### config.mk
export PLATFORM = sky130hd
export DESIGN_NAME = cpu_bus_decoder
export DESIGN_NICKNAME = d
export VERILOG_FILES = /design/src/video_pkg.sv /design/src/cpu_bus_decoder.sv
export VERILOG_INCLUDE_DIRS = /design/src
export SDC_FILE = /design/constraint.sdc
export NUM_CORES = 1
export LEC_CHECK = 0
export BUFFER_PORTS_ARGS = -buffer_cell sky130_fd_sc_hd__buf_2
export CAP_MARGIN = 10
export CORE_ASPECT_RATIO = 1.4
export CORE_MARGIN = 8
export CORE_UTILIZATION = 43
export DETAILED_ROUTE_END_ITERATION = 8
export GPL_TIMING_DRIVEN = 0
export PLACE_DENSITY = 0.76
export SLEW_MARGIN = 20
export SYNTH_ARGS = -nofsm -noshare
export SYNTH_HDL_FRONTEND = slang
export SYNTH_SLANG_ARGS = --single-unit
### constraint.sdc
create_clock -name i_clock -period 4.13 [get_ports i_clock]
set_input_delay 0 -clock i_clock [delete_from_list [all_inputs] [get_ports i_clock]]
set_output_delay 0 -clock i_clock [all_outputs]
set_load 0.05 [all_outputs]
### src/video_config.svh
`ifndef VIDEO_CONFIG_SVH
`define VIDEO_CONFIG_SVH

// ======================================================================
// Framebuffer geometry
// ======================================================================

// Bytes in one framebuffer row, one byte per pixel.
`define VIDEO_PITCH 320

// 32-bit words fetched per row.
`define VIDEO_LINE_WORDS 80

// ======================================================================
// CPU address map
// ======================================================================

// VRAM below this bound, palette up to the next one, control above.
`define VRAM_LIMIT 32'h0080_0000
`define PALETTE_LIMIT 32'h0081_0000

// Control register offsets, in words from the start of the control region.
`define CTRL_BASE_OFFSET 32'd0
`define CTRL_STATUS_OFFSET 32'd1

`endif

### src/video_pkg.sv
package video_pkg;

	// ==================================================================
	// Bus and memory types
	// ==================================================================

	// Byte address on the CPU bus or into VRAM.
	typedef logic [31:0] addr_t;

	// One bus or VRAM data word.
	typedef logic [31:0] word_t;

	// ==================================================================
	// Video types
	// ==================================================================

	typedef logic [7:0] pal_index_t;
	typedef logic [23:0] rgb_t;

	// Word slot in the line buffer, 80 words fit in 7 bits.
	typedef logic [6:0] line_index_t;

	// Raster coordinate from the external timing generator.
	typedef logic [9:0] pos_t;

	// Line fetcher FSM.
	typedef enum logic [1:0] {
		FETCH_IDLE,
		FETCH_REQUEST,
		FETCH_WAIT_READY,
		FETCH_GAP
	} fetch_state_t;

endpackage
### src/cpu_bus_decoder.sv
`include "video_config.svh"

module cpu_bus_decoder (
	input logic i_clock,
	input logic i_rst,

	input logic i_cpu_request,
	input logic i_cpu_rw,
	input video_pkg::addr_t i_cpu_address,
	input video_pkg::word_t i_cpu_wdata,
	output video_pkg::word_t o_cpu_rdata,
	output logic o_cpu_ready,

	output logic o_vram_pa_request,
	output logic o_vram_pa_rw,
	output video_pkg::addr_t o_vram_pa_address,
	output video_pkg::word_t o_vram_pa_wdata,
	input video_pkg::word_t i_vram_pa_rdata,
	input logic i_vram_pa_ready,

	output logic o_pal_we,
	output video_pkg::pal_index_t o_pal_index,
	output video_pkg::rgb_t o_pal_data,

	output video_pkg::addr_t o_frame_base,
	input logic i_fetch_busy
);

	// Set from acceptance until the ready pulse has gone out.
	logic busy;

	video_pkg::addr_t pal_offset;
	video_pkg::addr_t ctrl_word;

	assign pal_offset = i_cpu_address - `VRAM_LIMIT;
	assign ctrl_word = (i_cpu_address - `PALETTE_LIMIT) >> 2;

	always_ff @(posedge i_clock) begin
		if (i_rst) begin
			busy <= 1'b0;
			o_cpu_ready <= 1'b0;
			o_vram_pa_request <= 1'b0;
			o_pal_we <= 1'b0;
			o_frame_base <= '0;
		end else begin
			o_cpu_ready <= 1'b0;
			o_pal_we <= 1'b0;

			if (o_cpu_ready) begin
				// The CPU drops its request now.
				busy <= 1'b0;
			end else if (o_vram_pa_request) begin
				// Hold port A until the memory answers.
				if (i_vram_pa_ready) begin
					o_vram_pa_request <= 1'b0;
					o_cpu_rdata <= i_vram_pa_rdata;
					o_cpu_ready <= 1'b1;
				end
			end else if (!busy && i_cpu_request) begin
				busy <= 1'b1;
				if (i_cpu_address < `VRAM_LIMIT) begin
					o_vram_pa_request <= 1'b1;
					o_vram_pa_rw <= i_cpu_rw;
					o_vram_pa_address <= i_cpu_address;
					o_vram_pa_wdata <= i_cpu_wdata;
				end else if (i_cpu_address < `PALETTE_LIMIT) begin
					// Write only, a read returns zero.
					o_pal_we <= i_cpu_rw;
					o_pal_index <= pal_offset[9:2];
					o_pal_data <= i_cpu_wdata[23:0];
					o_cpu_rdata <= '0;
					o_cpu_ready <= 1'b1;
				end else begin
					o_cpu_rdata <= '0;
					if (ctrl_word == `CTRL_BASE_OFFSET) begin
						if (i_cpu_rw)
							o_frame_base <= i_cpu_wdata;
						o_cpu_rdata <= o_frame_base;
					end else if (ctrl_word == `CTRL_STATUS_OFFSET) begin
						o_cpu_rdata <= {31'd0, i_fetch_busy};
					end
					o_cpu_ready <= 1'b1;
				end
			end
		end
	end

endmodule

==> summary.txt <==
Status -> complete, no violations
H-tree depth -> 4
Die H -> 157 µm
Post-place instance area -> 7790 µm²
Hold Violations, Final -> 0
Synth Cell Area -> 6120 µm²
Crit path time final -> 2820 ps
Worst-Skew Late Latency -> 410 ps
DR vias -> 4772
Initial DRT Pass Iterations -> 4
Cell family with the largest share of critical-path delay -> simple AND/OR/NAND/NOR gates
Synth top area share -> 63.3%
Buffers on Ports -> 264
Max-slew headroom -> 53.8%
I/O pin count -> 266
CTS resizes -> 0
Synth Register Bits -> 165
Post-route cell area -> 9360 µm²
Syn avg cell area -> 16.7 µm²
Worst-path clk slew -> 70 ps
Worst-Margin Slew -> 690 ps
TritonCTS buffer count -> 17
Part of the cycle the worst path needs -> 68.4%
Area Overhead vs Synth -> 53.0%
Largest cells by area after synthesis -> edfxtp_1 63%, dfxtp_1 12%, mux2i_1 5.6%
Crit path max-delay cell type -> nor2_4
Clk_skew -> 3.80 ps
Worst path max stage delay -> 580 ps
Worst EP required -> 4240 ps
Most frequent cells after synthesis -> 129 x edfxtp_1, 36 x dfxtp_1, 35 x nand2b_1, 34 x mux2i_1, 31 x a22o_1
Max Freq -> 354 MHz
Critical path buffers and inverters -> 3
Pwr Density -> 387 nW/µm²
First-pass GRT wire length -> 29500 µm
Final #Nets -> 857
Dominant synthesized flop cell -> edfxtp_1
FP Rows -> 51
Max clock buf depth -> 2
Synth async-reset ratio -> 0%
Area leader, netlist -> edfxtp_1
Starting Density -> 44.0%
Vias/cell -> 5.00
Critical Path Sink Type -> flop
Core ar. -> 13900 µm²
Clock root buffer -> clkbuf_16
Final Setup Violations -> 0
Maximum vdd drop -> 0.238 mV
LEAKAGE -> 3.73 nW
Initial antenna violation count -> 1
Max_cap viols -> 0
Die Area -> 18300 µm²
Max-slew violations -> 0
Hold/Removal Path Class -> in -> reg
Critical Path Fanout Max -> 27
Final setup margin -> 1310 ps
CP Cell Sequence -> dlygate4sd3_1 -> buf_2 -> or3_4 -> or4b_4 -> nor2_1 -> nand3_1 -> nor2_4 -> buf_12
Total nets after synthesis -> 469
Critical Path AT -> 2930 ps
Detailed Place HPWL -> 13900 µm
# fillers -> 952
RSZ-0062 raised after global routing -> no
Dpl ws -> 1490 ps
Total grt overflow -> 0
Share of post-route cells with drive strength above 1 -> 41.5%
Cell variety after synth -> 35
Setup crit start kind -> input pin
Final GP Congestion -> 0.823
CTS tree -> done
Synth warn -> 0
Most frequent cell after synthesis -> edfxtp_1
Initial drt markers -> 339
Hold Worst Slack -> 70.1 ps
GR Util All Layers -> 21.6%
DR WL/cell -> 21.1 µm
Final core utilization -> 67.3%
Post-synth EDFFs -> 129
CTS Sinks -> 165
DRC Markers -> 0
Routed Antenna Nets -> 0
Post-synthesis cell count -> 367
Routed WL -> 20200 µm
Largest net degree at the start of global routing -> 28
Chip Width -> 117 µm
Register area share after synthesis -> 75.1%
Vias in the first global route -> 5260
WS Path Type -> in -> reg
Total power -> 0.00362 W
-- flip-flops by register name, indices dropped and copies added (netlist names), 8 cells and up --
register,flops
o_vram_pa_address,32
o_vram_pa_wdata,32
o_pal_data,24
o_pal_index,8
o_cpu_rdata,32
o_frame_base,32
-- where the power goes --
| part | internal (W) | total (W) | switching, W |
|---|---|---|---|
| Combinational | 0.000127 | 0.000279 | 0.000152 |
| Clock | 0.000850 | 0.00153 | 0.000682 |
| Sequential | 0.00180 | 0.00181 | 0.00000572 |
| Total | 0.00278 | 0.00362 | 0.000840 |
-- routing by layer --
| metal | track usage (%) | wire (µm) |
|---|---|---|
| met1 | 21.0 | 6880 |
| met2 | 40.4 | 10800 |
| met3 | 5.60 | 1800 |
| met4 | 10.8 | 715 |
| met5 | 0 | 0 |
-- logic make-up after synthesis --
family          Yosys count  synth area share, %
compound gates           41                 5.46
buf+inv                  17                 1.80
flops                   165                 75.1
mux                      34                 5.56
simple gates            110                 12.1
-- placed cells by master, fill, tap and decap left out, types with 2 or more instances in the layout --
master | netlist | routed
nor3_1 | 4 | 3
clkinv_4 | 0 | 2
dfxtp_1 | 36 | 36
edfxtp_1 | 129 | 129
dlygate4sd3_1 | 0 | 99
buf_16 | 0 | 2
nand3_1 | 3 | 3
a21oi_1 | 2 | 2
nand2b_1 | 35 | 35
or2b_1 | 30 | 30
nor2_4 | 0 | 2
inv_6 | 0 | 4
buf_8 | 3 | 3
clkinvlp_4 | 0 | 2
buf_4 | 0 | 2
mux2i_1 | 34 | 34
clkbuf_16 | 0 | 17
nor4_1 | 6 | 6
diode_2 | 0 | 2
o21ai_0 | 4 | 4
buf_2 | 4 | 268
nand2_1 | 4 | 4
a22o_1 | 31 | 31
inv_8 | 0 | 2
nor4b_1 | 3 | 3
buf_6 | 1 | 2
nor2_1 | 12 | 10
clkbuf_1 | 9 | 10
-- worst paths after layout --
| kind | startpoint | to | slack (ps) | depth (start not counted) |
|---|---|---|---|---|
| setup reg to reg | o_vram_pa_request$_SDFFE_PP0N_ | o_cpu_rdata[18]$_DFFE_PP_ | 1450 | 7 |
| hold reg to reg | o_frame_base[31]$_SDFFE_PP0P_ | o_frame_base[31]$_SDFFE_PP0P_ | 490 | 2 |
| setup / recovery | i_cpu_address[24] | o_vram_pa_wdata[8]$_DFFE_PP_ | 1310 | 8 |
| hold / removal | i_fetch_busy | o_cpu_rdata[0]$_DFFE_PP_ | 70 | 3 |
-- per-stage QoR --
stage                     TNS [ps]  instances
after floorplan                  0        367
after global routing             0        954
final                            0        955
after global placement      -47530        816
after CTS                        0        953
after detailed placement         0        822
-- worst register-to-register path, cell delays in order, from the launching register on --
cell and delay [ps]:
dfxtp_1 310, clkbuf_1 270, nor3b_1 440, o31a_1 270
a21oi_1 80, nor3_2 560, buf_6 240, buf_4 210
-- layout make-up --
class	count	area (µm²)	area share, %
Sequential cell	165	4590	49.1
Timing Repair Buffer	369	2410	25.8
Tap cell	185	231	2.47
Multi-Input combinational cell	185	1430	15.3
Clock inverter	14	145	1.55
Buffer	17	110	1.18
Clock buffer	18	429	4.58
Antenna cell	2	5.00	0.0535
-- timing repair --
| action | CTS | global route |
|---|---|---|
| setup endpoints to repair | 0 | 0 |
| hold buffers | 99 | 0 |
| hold endpoints to repair | 165 | 0 |
| setup buffers | 0 | 0 |
No activity file was read; power rests on OpenSTA's default activity.
