**src/video_config.svh**
```systemverilog
`ifndef VIDEO_CONFIG_SVH
`define VIDEO_CONFIG_SVH

// ======================================================================
// Framebuffer geometry
// ======================================================================

// Bytes in one framebuffer row, one byte per pixel.
`define VIDEO_PITCH 320

// 32-bit words fetched per row.
`define VIDEO_LINE_WORDS 80

// ======================================================================
// CPU address map
// ======================================================================

// VRAM below this bound, palette up to the next one, control above.
`define VRAM_LIMIT 32'h0080_0000
`define PALETTE_LIMIT 32'h0081_0000

// Control register offsets, in words from the start of the control region.
`define CTRL_BASE_OFFSET 32'd0
`define CTRL_STATUS_OFFSET 32'd1

`endif

```
**src/video_pkg.sv**
```systemverilog
package video_pkg;

	// ==================================================================
	// Bus and memory types
	// ==================================================================

	// Byte address on the CPU bus or into VRAM.
	typedef logic [31:0] addr_t;

	// One bus or VRAM data word.
	typedef logic [31:0] word_t;

	// ==================================================================
	// Video types
	// ==================================================================

	typedef logic [7:0] pal_index_t;
	typedef logic [23:0] rgb_t;

	// Word slot in the line buffer, 80 words fit in 7 bits.
	typedef logic [6:0] line_index_t;

	// Raster coordinate from the external timing generator.
	typedef logic [9:0] pos_t;

	// Line fetcher FSM.
	typedef enum logic [1:0] {
		FETCH_IDLE,
		FETCH_REQUEST,
		FETCH_WAIT_READY,
		FETCH_GAP
	} fetch_state_t;

endpackage
```
**src/line_fetcher.sv**
```systemverilog
`include "video_config.svh"

module line_fetcher (
	input logic i_clock,
	input logic i_rst,

	input logic i_hblank,
	input logic i_vblank,

	input video_pkg::addr_t i_frame_base,

	output logic o_vram_pb_request,
	output video_pkg::addr_t o_vram_pb_address,
	input video_pkg::word_t i_vram_pb_rdata,
	input logic i_vram_pb_ready,

	output logic o_line_we,
	output video_pkg::line_index_t o_line_index,
	output video_pkg::word_t o_line_data,

	output logic o_fetch_busy
);

	video_pkg::fetch_state_t state;

	logic hblank_q;
	logic vblank_q;
	logic pend_v;
	logic pend_h;
	logic v_event;
	logic h_event;

	// Set on every other visible line, the row advances when it sets.
	logic doubled;

	video_pkg::addr_t row_addr;
	video_pkg::line_index_t word_idx;

	// Hblank only counts inside the visible region.
	assign v_event = pend_v | (i_vblank & ~vblank_q);
	assign h_event = pend_h | (i_hblank & ~hblank_q & ~i_vblank);

	assign o_fetch_busy = (state != video_pkg::FETCH_IDLE);

	always_ff @(posedge i_clock) begin
		if (i_rst) begin
			state <= video_pkg::FETCH_IDLE;
			hblank_q <= 1'b0;
			vblank_q <= 1'b0;
			pend_v <= 1'b0;
			pend_h <= 1'b0;
			doubled <= 1'b0;
			row_addr <= '0;
			o_vram_pb_request <= 1'b0;
			o_line_we <= 1'b0;
		end else begin
			hblank_q <= i_hblank;
			vblank_q <= i_vblank;
			o_line_we <= 1'b0;

			// Edges seen during a fetch wait here.
			pend_v <= v_event;
			pend_h <= h_event;

			case (state)
				video_pkg::FETCH_IDLE: begin
					if (v_event) begin
						pend_v <= 1'b0;
						pend_h <= 1'b0;
						doubled <= 1'b0;
						row_addr <= i_frame_base;
						o_vram_pb_address <= i_frame_base;
						word_idx <= '0;
						state <= video_pkg::FETCH_REQUEST;
					end else if (h_event) begin
						pend_h <= 1'b0;
						doubled <= ~doubled;
						if (!doubled) begin
							row_addr <= row_addr + 32'(`VIDEO_PITCH);
							o_vram_pb_address <= row_addr + 32'(`VIDEO_PITCH);
							word_idx <= '0;
							state <= video_pkg::FETCH_REQUEST;
						end
					end
				end

				video_pkg::FETCH_REQUEST: begin
					o_vram_pb_request <= 1'b1;
					state <= video_pkg::FETCH_WAIT_READY;
				end

				video_pkg::FETCH_WAIT_READY: begin
					if (i_vram_pb_ready) begin
						o_vram_pb_request <= 1'b0;
						o_line_we <= 1'b1;
						o_line_index <= word_idx;
						o_line_data <= i_vram_pb_rdata;
						if (word_idx == video_pkg::line_index_t'(`VIDEO_LINE_WORDS - 1)) begin
							state <= video_pkg::FETCH_IDLE;
						end else begin
							word_idx <= word_idx + 7'd1;
							o_vram_pb_address <= o_vram_pb_address + 32'd4;
							state <= video_pkg::FETCH_GAP;
						end
					end
				end

				// Memory must drop ready before the next word.
				video_pkg::FETCH_GAP: begin
					if (!i_vram_pb_ready)
						state <= video_pkg::FETCH_REQUEST;
				end

				default: begin
					state <= video_pkg::FETCH_IDLE;
				end
			endcase
		end
	end

endmodule

```
**config.mk**
```make
export PLATFORM = sky130hd
export DESIGN_NAME = line_fetcher
export DESIGN_NICKNAME = d
export VERILOG_FILES = /design/src/video_pkg.sv /design/src/line_fetcher.sv
export VERILOG_INCLUDE_DIRS = /design/src
export SDC_FILE = /design/constraint.sdc
export NUM_CORES = 1
export LEC_CHECK = 0
export BUFFER_PORTS_ARGS = -buffer_cell sky130_fd_sc_hd__buf_2
export CAP_MARGIN = 15
export CORE_ASPECT_RATIO = 2
export CORE_MARGIN = 5
export CORE_UTILIZATION = 51
export CTS_CLUSTER_DIAMETER = 30
export DETAILED_ROUTE_END_ITERATION = 16
export PLACE_DENSITY_LB_ADDON = 0.2
export SYNTH_ARGS = -nofsm -noshare
export SYNTH_HDL_FRONTEND = slang
export SYNTH_SLANG_ARGS = --single-unit
```
**constraint.sdc**
```tcl
create_clock -name i_clock -period 6 [get_ports i_clock]
set_input_delay 1.2 -clock i_clock [delete_from_list [all_inputs] [get_ports i_clock]]
set_output_delay 1.2 -clock i_clock [all_outputs]
set_load 0.01 [all_outputs]
```
==> metrics.yaml <==
die:
  die_h_um: 164.1
  dieArea_um2: 14290
  die_w_um: 87.05
  coreArea_um2: 11700
  initial_utilization_pct: 51.75
  num_rows: 56
  num_io_pins: 143
sta:
  slew_headroom_pct: 32.05
  report.final.setup_viol: 0
  slew_viol_final: 0
  finalHoldViolations: 0
  fin_crit_sh_pct: 57.55
  rsz0062_at_grt: "no"
  fin_skew_ns: 0.01115
  tns_ns: 0
  period_minus_slack_ns: 3.453
  tightestPinTransition_ns: 1.017
  fmax_ghz: 0.2896
critical_path:
  crit_arrival_ns: 3.50
  start_kind: "input port"
  reg2reg_slack_ns: 2.82
  reg2reg_from: "state[0]$_SDFFE_PP0P_"
  path_class: "in -> reg"
  end_kind: "flop"
  crit_path_max_incr_delay_ns: 0.68
  crit_top_cell: "buf_4"
  worstPathRequired_ns: 6.05
  path_buf_inv: 3
  critPathSlowestCell: "o21a_1"
  path_delay_family: "buffers and inverters"
  worst-path-stages: 8
  worstPathMaxFanout: 59
  r2r_end: "o_vram_pb_address[26]$_DFFE_PP_"
  crit_chain: "buf_2 -> nand2b_1 -> nand2_2 -> buf_4 -> o21a_1 -> a21oi_1 -> nor3_2 -> buf_4"
  reg2reg_depth: 7
finish:
  instances_no_fill: 895
  layout_commonest_cell: "buf_2"
  layout-drive-gt1-share_pct: 25.73
  fin_nets: 814
  syn_to_final_growth_pct: 22.81
  postLayoutCoreUtil_pct: 63.56
  insertedDiodeCount: 0
  nFillCells: 948
  final_cell_mix: "buf_2, edfxtp_1, nand2_1"
logic_synthesis:
  yosys-top-cells-area: "edfxtp_1, dfxtp_1, nand2_1"
  seq_area_frac_synth_pct: 52.23
  async_reset_ff_share_pct: 0
  synthesis.area_um2: 6056
  syn_inst: 607
  avgSynthCellArea_um2: 9.977
  synth_top_area_share_pct: 38.68
  synth-edff-count: 78
  ys_seq_elements: 119
  yosys_warnings: 0
  synth_top_area_cell: "edfxtp_1"
  syn_nets: 683
  synth_cell_types: 57
  synth_ff_type: "edfxtp_1"
clocking:
  htreeDepth: 4
  clk_pin_slew_ns: 0.05
  clock-sinks: 119
  cts_resized: 0
  cts_root_buf: "clkbuf_16"
  clk_latency_ns: 0.42
  cts_tree: "done"
  clock_path_buffers: 2
  cts-buffers-inserted: 17
  cts_hold_buf: 0
  post_cts_buffers: 0
grt:
  grt_antenna_before_repair: 0
  grt_pass1_wl_um: 26970
  grt_max_degree: 60
  overflow: 0
  grt_usage_pct: 24.28
  grt_pass1_vias: 5466
route:
  num_vias: 5300
  dr.first_iter.drc_count: 352
  firstDrtPassIters: 5
  vias_per_cell: 5.922
  post_drt_wl_per_cell_um: 18.85
  wl_um: 16870
  drcViolationCount: 0
  final_antenna_net_count: 0
placement:
  place_hpwl_um: 12180
  port_buffers: 142
  gp_congestion: 0.9160
  placedCellCount: 864
hold_path:
  hold_start: "row_addr[2]$_SDFFE_PP0P_"
  min_path_cells: 2
  hold_class: "reg -> reg"
  hold_end: "row_addr[2]$_SDFFE_PP0P_"
status:
  outcome: "complete, no violations"
power:
  p_leak_nw: 2.777
  finalPower_mw: 2.729
  powerDensity_nw_per_um2: 367.0
  vdd_drop_max_uv: 250.9
job:
  maxCapViolCount: 0
sequential cells by signal, summed over array words and instances (netlist names), 2 cells and up:
name               flops
state                  2
o_line_data           32
o_line_index           7
row_addr              32
word_idx               7
o_vram_pb_address     32
power by group:
group / leakage, nW / switching [mW] / internal, mW
clock network: 0.268 / 0.369 / 0.603
registers: 1.05 / 0.130 / 1.02
logic: 1.46 / 0.380 / 0.229
cell usage after synthesis, drive strengths merged, types with 6 or more instances:
cell type,instances
dfxtp,41
and3,12
edfxtp,78
nor2,42
inv,14
xnor2,16
or3,9
mux2i,15
nor4,10
o21ai,41
nor3,11
nand3,30
a21oi,40
ha,7
nand4,20
nand2,63
xor2,27
o22ai,6
and4,6
clkbuf,31
nand2b,7
o31ai,8
layer usage:
layer	GRT usage [%]	routed length, µm	share of wire, %	up-vias
met3	5.371	1150	6.8	54
li1	-	-	-	2526
met2	42.63	8791	52	241
met4	12.77	748	4.4	0
met1	26.66	6182	37	2479
met5	0	0	0	-
layout make-up:
class / count / area (µm²) / share of cell area, %
clock buffers: 17 / 425.4 / 5.720
clock inverters: 14 / 136.4 / 1.834
inverters: 15 / 56.30 / 0.7571
multi-input cells: 437 / 2719 / 36.56
flip-flops and latches: 119 / 3163 / 42.53
well taps: 145 / 181.4 / 2.439
repair buffers: 148 / 755.7 / 10.16
worst max-delay path by stage:
stage	startpoint	end	slack, ns
detailed placement	i_vblank	o_vram_pb_address[28]$_DFFE_PP_	2.16
global route	i_vblank	o_vram_pb_address[21]$_DFFE_PP_	2.37
global placement	i_vblank	o_vram_pb_address[28]$_DFFE_PP_	2.21
floorplan	i_vblank	o_vram_pb_address[10]$_DFFE_PP_	0.88
CTS	i_vblank	o_vram_pb_address[21]$_DFFE_PP_	2.59
finish	i_vblank	o_vram_pb_address[26]$_DFFE_PP_	2.55
cell families after synthesis:
group | count (synthesis) | share of synthesized area (%)
buf+inv | 51 | 3.244
simple gates | 226 | 18.72
compound gates | 144 | 15.29
mux | 17 | 2.851
xor+xnor | 43 | 6.219
fa+ha+maj | 7 | 1.446
flops | 119 | 52.23
through the flow:
| stage | setup WS (ns) | hold slack [ns] | area [µm²] |
|---|---|---|---|
| 2_1_floorplan | 0.8750 | 0.4338 | 6056 |
| 3_3_place_gp | 2.205 | 0.4413 | 6875 |
| 3_5_place_dp | 2.156 | 0.4470 | 6875 |
| 4_1_cts | 2.588 | 0.4543 | 7437 |
| 5_1_grt | 2.366 | 0.4781 | 7437 |
| 6_report | 2.547 | 0.4572 | 7437 |
worst register-to-register path, delay by kind of cell (launching register included):
family          cells  cell delay (ns)
fa+ha+maj           1             0.18
simple gates        1             0.17
flops               1             0.34
buf+inv             3             1.30
compound gates      2             0.81
Power figures use the tool's default switching activity.
